File: src/hw/uart_pkg.sv
`default_nettype none

package uart_pkg;

    localparam int DATA_BITS  = 8;  // data bits in one frame.
    localparam int BIT_IDX_W  = 3;  // wide enough to index DATA_BITS.
    localparam int BAUD_DIV_W = 32;

    // the position inside a frame, shared by the receiver and the transmitter.
    // in the receiver ST_STOP also covers holding a byte that is not yet taken.
    typedef enum logic [1:0] {
        ST_IDLE  = 2'h0,
        ST_START = 2'h1,
        ST_DATA  = 2'h2,
        ST_STOP  = 2'h3
    } uart_state_t;

endpackage

`default_nettype wire

File: src/hw/edge2en.sv
`timescale 1ns/1ns
`default_nettype none

module edge2en (
    input  logic clk_i,
    input  logic rst_n_i,
    input  logic data_i,
    output logic pos_edge_o,
    output logic neg_edge_o,
    output logic any_edge_o
);

    logic [1:0] sync_q;
    logic       prev_q;

    // two flops bring the line into the clock domain, then the last
    // synchronised value is compared with the one before it.
    always_ff @(posedge clk_i or negedge rst_n_i) begin
        if (!rst_n_i) begin
            sync_q     <= 2'b11;  // an idle line is high, so no edge at release.
            prev_q     <= 1'b1;
            pos_edge_o <= 1'b0;
            neg_edge_o <= 1'b0;
            any_edge_o <= 1'b0;
        end else begin
            sync_q     <= {sync_q[0], data_i};
            prev_q     <= sync_q[1];
            pos_edge_o <= sync_q[1] & ~prev_q;
            neg_edge_o <= ~sync_q[1] & prev_q;
            any_edge_o <= sync_q[1] ^ prev_q;
        end
    end

endmodule

`default_nettype wire

File: src/hw/uart_core.sv
`timescale 1ns/1ns
`default_nettype none

module uart_core (
    input  logic                            clk_i,
    input  logic                            rst_n_i,
    input  logic [uart_pkg::BAUD_DIV_W-1:0] baud_div_i,
    input  logic                            rx_i,
    output logic [uart_pkg::DATA_BITS-1:0]  rx_data_o,
    output logic                            rx_valid_o,
    input  logic                            rx_ready_i,
    input  logic [uart_pkg::DATA_BITS-1:0]  tx_data_i,
    input  logic                            tx_valid_i,
    output logic                            tx_ready_o,
    output logic                            tx_o
);

    // both directions run from the same divisor.
    uart_rx u_rx (
        .clk_i       (clk_i),
        .rst_n_i     (rst_n_i),
        .baud_div_i  (baud_div_i),
        .out_data_o  (rx_data_o),
        .out_valid_o (rx_valid_o),
        .out_ready_i (rx_ready_i),
        .rx_i        (rx_i)
    );

    uart_tx u_tx (
        .clk_i      (clk_i),
        .rst_n_i    (rst_n_i),
        .baud_div_i (baud_div_i),
        .in_data_i  (tx_data_i),
        .in_valid_i (tx_valid_i),
        .in_ready_o (tx_ready_o),
        .tx_o       (tx_o)
    );

endmodule

`default_nettype wire

File: src/hw/uart_rx.sv
`timescale 1ns/1ns
`default_nettype none

module uart_rx (
    input  logic                            clk_i,
    input  logic                            rst_n_i,
    input  logic [uart_pkg::BAUD_DIV_W-1:0] baud_div_i,
    output logic [uart_pkg::DATA_BITS-1:0]  out_data_o,
    output logic                            out_valid_o,
    input  logic                            out_ready_i,
    input  logic                            rx_i
);

    import uart_pkg::*;

    uart_state_t           state;
    logic                  tick;
    logic [BAUD_DIV_W-1:0] baud_cnt;
    logic [BIT_IDX_W-1:0]  bit_idx;
    logic [DATA_BITS-1:0]  shift_q;
    logic                  rx_fall;
    logic                  last_bit;

    assign out_data_o = shift_q;
    assign last_bit   = tick && (bit_idx == BIT_IDX_W'(DATA_BITS - 1));

    // only the falling edge matters, as it marks the start of a frame.
    edge2en u_edge (
        .clk_i      (clk_i),
        .rst_n_i    (rst_n_i),
        .data_i     (rx_i),
        .pos_edge_o (),
        .neg_edge_o (rx_fall),
        .any_edge_o ()
    );

    // one bit period is baud_div_i + 2 cycles, counting the tick cycle.
    always_ff @(posedge clk_i or negedge rst_n_i) begin
        if (!rst_n_i) begin
            tick     <= 1'b0;
            baud_cnt <= '0;
        end else begin
            tick <= (state != ST_IDLE) && (baud_cnt == baud_div_i);
            if (state == ST_IDLE) begin
                // starting halfway puts every later tick near mid-bit.
                baud_cnt <= rx_fall ? (baud_div_i >> 1) : '0;
            end else if (tick) begin
                baud_cnt <= '0;
            end else begin
                baud_cnt <= baud_cnt + 1'b1;
            end
        end
    end

    always_ff @(posedge clk_i or negedge rst_n_i) begin
        if (!rst_n_i) begin
            state   <= ST_IDLE;
            bit_idx <= '0;
        end else begin
            case (state)
                ST_IDLE: begin
                    if (rx_fall) state <= ST_START;
                end
                ST_START: begin
                    if (tick) begin
                        state   <= ST_DATA;
                        bit_idx <= '0;
                    end
                end
                ST_DATA: begin
                    if (tick) bit_idx <= bit_idx + 1'b1;
                    if (last_bit) state <= ST_STOP;
                end
                ST_STOP: begin
                    if (out_ready_i) state <= ST_IDLE;  // the byte has been taken.
                end
                default: state <= ST_IDLE;
            endcase
        end
    end

    always_ff @(posedge clk_i or negedge rst_n_i) begin
        if (!rst_n_i) begin
            out_valid_o <= 1'b0;
        end else if ((state == ST_DATA) && last_bit) begin
            out_valid_o <= 1'b1;
        end else if (out_ready_i) begin
            out_valid_o <= 1'b0;
        end
    end

    // Bits come in LSB first and move down from the top.
    always_ff @(posedge clk_i) begin
        if ((state == ST_DATA) && tick) begin
            shift_q <= {rx_i, shift_q[DATA_BITS-1:1]};
        end
    end

endmodule

`default_nettype wire

File: src/hw/uart_tx.sv
`timescale 1ns/1ns
`default_nettype none

module uart_tx (
    input  logic                            clk_i,
    input  logic                            rst_n_i,
    input  logic [uart_pkg::BAUD_DIV_W-1:0] baud_div_i,
    input  logic [uart_pkg::DATA_BITS-1:0]  in_data_i,
    input  logic                            in_valid_i,
    output logic                            in_ready_o,
    output logic                            tx_o
);

    import uart_pkg::*;

    uart_state_t           state;
    logic                  tick;
    logic [BAUD_DIV_W-1:0] baud_cnt;
    logic [BIT_IDX_W-1:0]  bit_idx;
    logic [DATA_BITS-1:0]  shift_q;
    logic                  take;

    assign in_ready_o = (state == ST_IDLE);
    assign take       = in_valid_i && in_ready_o;

    // the counter rests at zero in idle, so the start bit gets a full period.
    always_ff @(posedge clk_i or negedge rst_n_i) begin
        if (!rst_n_i) begin
            tick     <= 1'b0;
            baud_cnt <= '0;
        end else begin
            tick <= (state != ST_IDLE) && (baud_cnt == baud_div_i);
            if ((state == ST_IDLE) || tick) begin
                baud_cnt <= '0;
            end else begin
                baud_cnt <= baud_cnt + 1'b1;
            end
        end
    end

    always_ff @(posedge clk_i or negedge rst_n_i) begin
        if (!rst_n_i) begin
            state   <= ST_IDLE;
            bit_idx <= '0;
            tx_o    <= 1'b1;
        end else begin
            case (state)
                ST_IDLE: begin
                    if (take) begin
                        state <= ST_START;
                        tx_o  <= 1'b0;  // start bit.
                    end
                end
                ST_START: begin
                    if (tick) begin
                        state   <= ST_DATA;
                        bit_idx <= '0;
                        tx_o    <= shift_q[0];
                    end
                end
                ST_DATA: begin
                    if (tick) begin
                        bit_idx <= bit_idx + 1'b1;
                        if (bit_idx == BIT_IDX_W'(DATA_BITS - 1)) begin
                            state <= ST_STOP;
                            tx_o  <= 1'b1;  // stop bit.
                        end else begin
                            tx_o <= shift_q[0];
                        end
                    end
                end
                ST_STOP: begin
                    if (tick) state <= ST_IDLE;
                end
                default: begin
                    state <= ST_IDLE;
                    tx_o  <= 1'b1;
                end
            endcase
        end
    end

    // the next bit to send always sits in bit 0.
    always_ff @(posedge clk_i) begin
        if (take) begin
            shift_q <= in_data_i;
        end else if (tick && ((state == ST_START) || (state == ST_DATA))) begin
            shift_q <= shift_q >> 1;
        end
    end

endmodule

`default_nettype wire

File: config.mk
export PLATFORM = sky130hd
export DESIGN_NAME = uart_core
export DESIGN_NICKNAME = d
export VERILOG_FILES = /design/src/hw/uart_pkg.sv /design/src/hw/edge2en.sv /design/src/hw/uart_core.sv /design/src/hw/uart_rx.sv /design/src/hw/uart_tx.sv
export SDC_FILE = /design/constraint.sdc
export NUM_CORES = 1
export LEC_CHECK = 0
export ABC_CLOCK_PERIOD_IN_PS = 4100
export BUFFER_PORTS_ARGS = -buffer_cell sky130_fd_sc_hd__buf_2
export CORE_MARGIN = 1.5
export CORE_UTILIZATION = 64
export DETAILED_ROUTE_END_ITERATION = 16
export PLACE_DENSITY = 0.85
export RECOVER_POWER = 25
export SYNTH_ARGS = -nofsm -noshare
export SYNTH_HDL_FRONTEND = slang
export SYNTH_SLANG_ARGS = --single-unit
export TNS_END_PERCENT = 50
File: constraint.sdc
create_clock -name clk_i -period 4.1 [get_ports clk_i]
set_input_delay 0.41 -clock clk_i [delete_from_list [all_inputs] [get_ports clk_i]]
set_output_delay 0.41 -clock clk_i [all_outputs]
set_load 0.02 [all_outputs]
==> results.cfg <==
[pwr]
cellPowerDensity_nw_per_um2 = 447
intPower_mw = 1.73
ir_drop_uv = 184
p_leak_nw = 2.62
seqPwrFrac = 0.492
p_clk_frac = 0.222
p_sw_mw = 1.08
p_sw_frac = 0.385
comb_power_share = 0.286

[timing]
finalSetupTns_ps = 0
skew_ps = 9.76
final.min_clock_period_ps = 2210
finalHoldViolCount = 0
rsz0062_at_grt = no
max_freq_mhz = 452
timing.final.crit_share = 0.540
worstMarginPinSlew_ps = 2050
drv_slew = 83
slew_headroom = -0.363
layout_setup_ws_ps = 1890
holdWs_ps = 109
setup_violations = 0

[floorplanning]
core-area_um2 = 8760
ios = 56
rows = 34
initial_core_util = 0.664
die_w_um = 98.4
dieArea_um2 = 9680
die_y_um = 98.4

[synth]
yosys_warnings = 0
synthSimpleGateAreaFrac = 0.224
synth_compound_area_frac = 0.105
avgSynthCellArea_um2 = 9.71
yosys_most_used_dff = dfrtp_1
synth_area_um2 = 5820
syn_inst = 600
synth_fa_ha_area_frac = 0.0344
synthMuxAreaShare = 0.0294
synth-xor-area-share = 0.134
ys_seq_elements = 98
syn_nets = 661
synth_top_family_by_area = simple AND/OR/NAND/NOR gates
yosysSeqAreaShare = 0.436
synth_edf_count = 16
synthDistinctLibCells = 53
synthArstFlopShare = 0.837

[detailed_routing]
drtIter0Drc = 367
num_vias = 4897
drc = 0
drt_wl_total_mm = 14.0
wl_per_cell_um = 18.6
ant_nets = 0
drt_first_pass_iters = 4
routed_via_density = 6.52

[cts]
cts_tree = yes
clockRootBuffer = clkbuf_8
cts_setup_buffers = 0
holdBufCountCts = 0
clock_path_buffers = 2
clock_sinks = 98
cts_resized = 0
clock_latency_ps = 380
clk_pin_slew_ps = 110
cts_buffers = 9
htreeDepth = 3

[critical_path]
slowest_delay_ps = 660
r2r_end = u_tx.baud_cnt[16]$_DFF_PN0_
reg2reg_slack_ps = 1890
crit_path_start_kind = flop
critPathTopFamily = simple AND/OR/NAND/NOR gates
reg2regPathDepth = 5
required_ps = 4400
worstPathCellList = ha_1 -> nand4_4 -> or4_4 -> or3_2 -> a21oi_1
r2r_start = u_tx.baud_cnt[0]$_DFF_PN0_
crit_buf_inv = 0
crit_type = reg -> reg
path_depth = 5
cp_max_fo = 16
worst_setup_path_end_kind = flop
crit_slowest_cell = or4_4
worstSetupStartpoint = u_tx.baud_cnt[0]$_DFF_PN0_
worstSetupEndpoint = u_tx.baud_cnt[16]$_DFF_PN0_
crit_arrival_ps = 2510

[global_routing]
grt_pass1_vias = 4603
track_usage = 0.297
antenna_found_initial = 0
grt_pass1_wl_mm = 22.9
grt_max_degree = 83
overflow = 0

[run_status]
violations = capacitance limit, slew limit
status = finished with violations

[final_layout]
fillCellCount = 646
n_antenna_cell = 0
final_area_um2 = 6290
ff_latch_area_um2 = 2540
area_growth_pct = 7.97
multi_input_area_um2 = 3070
drive_gt1_frac = 0.143
final_cell_mix = dfrtp_1 (78), xor2_1 (65), nand2_1 (58), buf_2 (53), nand3_1 (39)
post-route-util = 0.717
final_common_cell = dfrtp_1
layout.nets = 699

[placed_design]
post_dp_cell_area_um2 = 6090
gp_congestion = 0.949
port_buffers = 55
hpwl_mm = 10.2
dp_slack_ps = 1910

[run]
maxCapViolations = 1

[hold_path]
min_path_type = in -> reg
synthesized netlist by cell type, drive strengths merged (8+ instances only):
cell	count	area, um2
a21oi	15	75.1
o211ai	8	60.1
nor2	29	109
inv	19	71.3
nand4	22	153
xnor2	24	210
o31ai	11	82.6
ha	16	200
and3	10	62.6
o21ai	28	140
mux2	9	101
or4	15	116
nand2	59	224
clkbuf	22	104
or3	12	77.6
dfrtp	78	1950
nor4	25	156
edfxtp	16	480
nand3	39	195
xor2	65	569
nor3	13	65.1
and4	9	81.3
layer usage:
metal	vias to the layer above	global-route usage	share of wire
met1	2378	0.405	0.42
met5	-	0	0
li1	2277	-	-
met2	208	0.462	0.48
met3	34	0.0651	0.071
met4	0	0.120	0.027
how the worst min path moves through the flow:
stage,startpoint,to,slack [ps],cells after the start
after floorplan,rst_n_i,u_rx.baud_cnt[0]$_DFF_PN0_,110,0
after global placement,u_rx.u_edge.sync_q[0]$_DFF_PN1_,u_rx.u_edge.sync_q[1]$_DFF_PN1_,350,0
after detailed placement,u_rx.u_edge.sync_q[0]$_DFF_PN1_,u_rx.u_edge.sync_q[1]$_DFF_PN1_,350,0
after CTS,rx_i,u_rx.u_edge.sync_q[0]$_DFF_PN1_,120,1
after global routing,rx_i,u_rx.u_edge.sync_q[0]$_DFF_PN1_,100,1
final,rx_i,u_rx.u_edge.sync_q[0]$_DFF_PN1_,110,1
logic make-up after synthesis:
logic type,after synthesis
compound gates,90
xor+xnor,89
fa+ha+maj,16
buf+inv,48
flops,98
mux,16
simple gates,243
registers in the layout, summed over array words and instances (netlist names), 2 cells and up:
register            cells
u_rx.state              2
u_tx.shift_q            8
u_tx.bit_idx            3
u_rx.u_edge.sync_q      2
u_rx.baud_cnt          32
u_tx.baud_cnt          32
u_rx.out_data_o         8
u_tx.state              2
u_rx.bit_idx            3
stage by stage:
stage	std cells	total power, mW
floorplan	600	1.93
global placement	735	2.13
global route	751	2.97
finish	751	2.81
detailed placement	735	2.17
CTS	751	2.79
cell type report:
cell class,count,share of cell area
Clock buffer,9,0.0197
Clock inverter,7,0.0115
Inverter,19,0.0113
Multi-Input combinational cell,454,0.488
Sequential cell,98,0.404
Tap cell,108,0.0215
Timing Repair Buffer,56,0.0448
power by group through the flow:
stage | clock network, mW | logic (mW) | registers, mW
floorplan | 0 | 0.617 | 1.31
global placement | 0 | 0.757 | 1.37
detailed placement | 0 | 0.784 | 1.39
CTS | 0.631 | 0.793 | 1.37
global route | 0.674 | 0.892 | 1.40
finish | 0.624 | 0.803 | 1.38
Note: power is estimated with default switching activity, not from simulation.
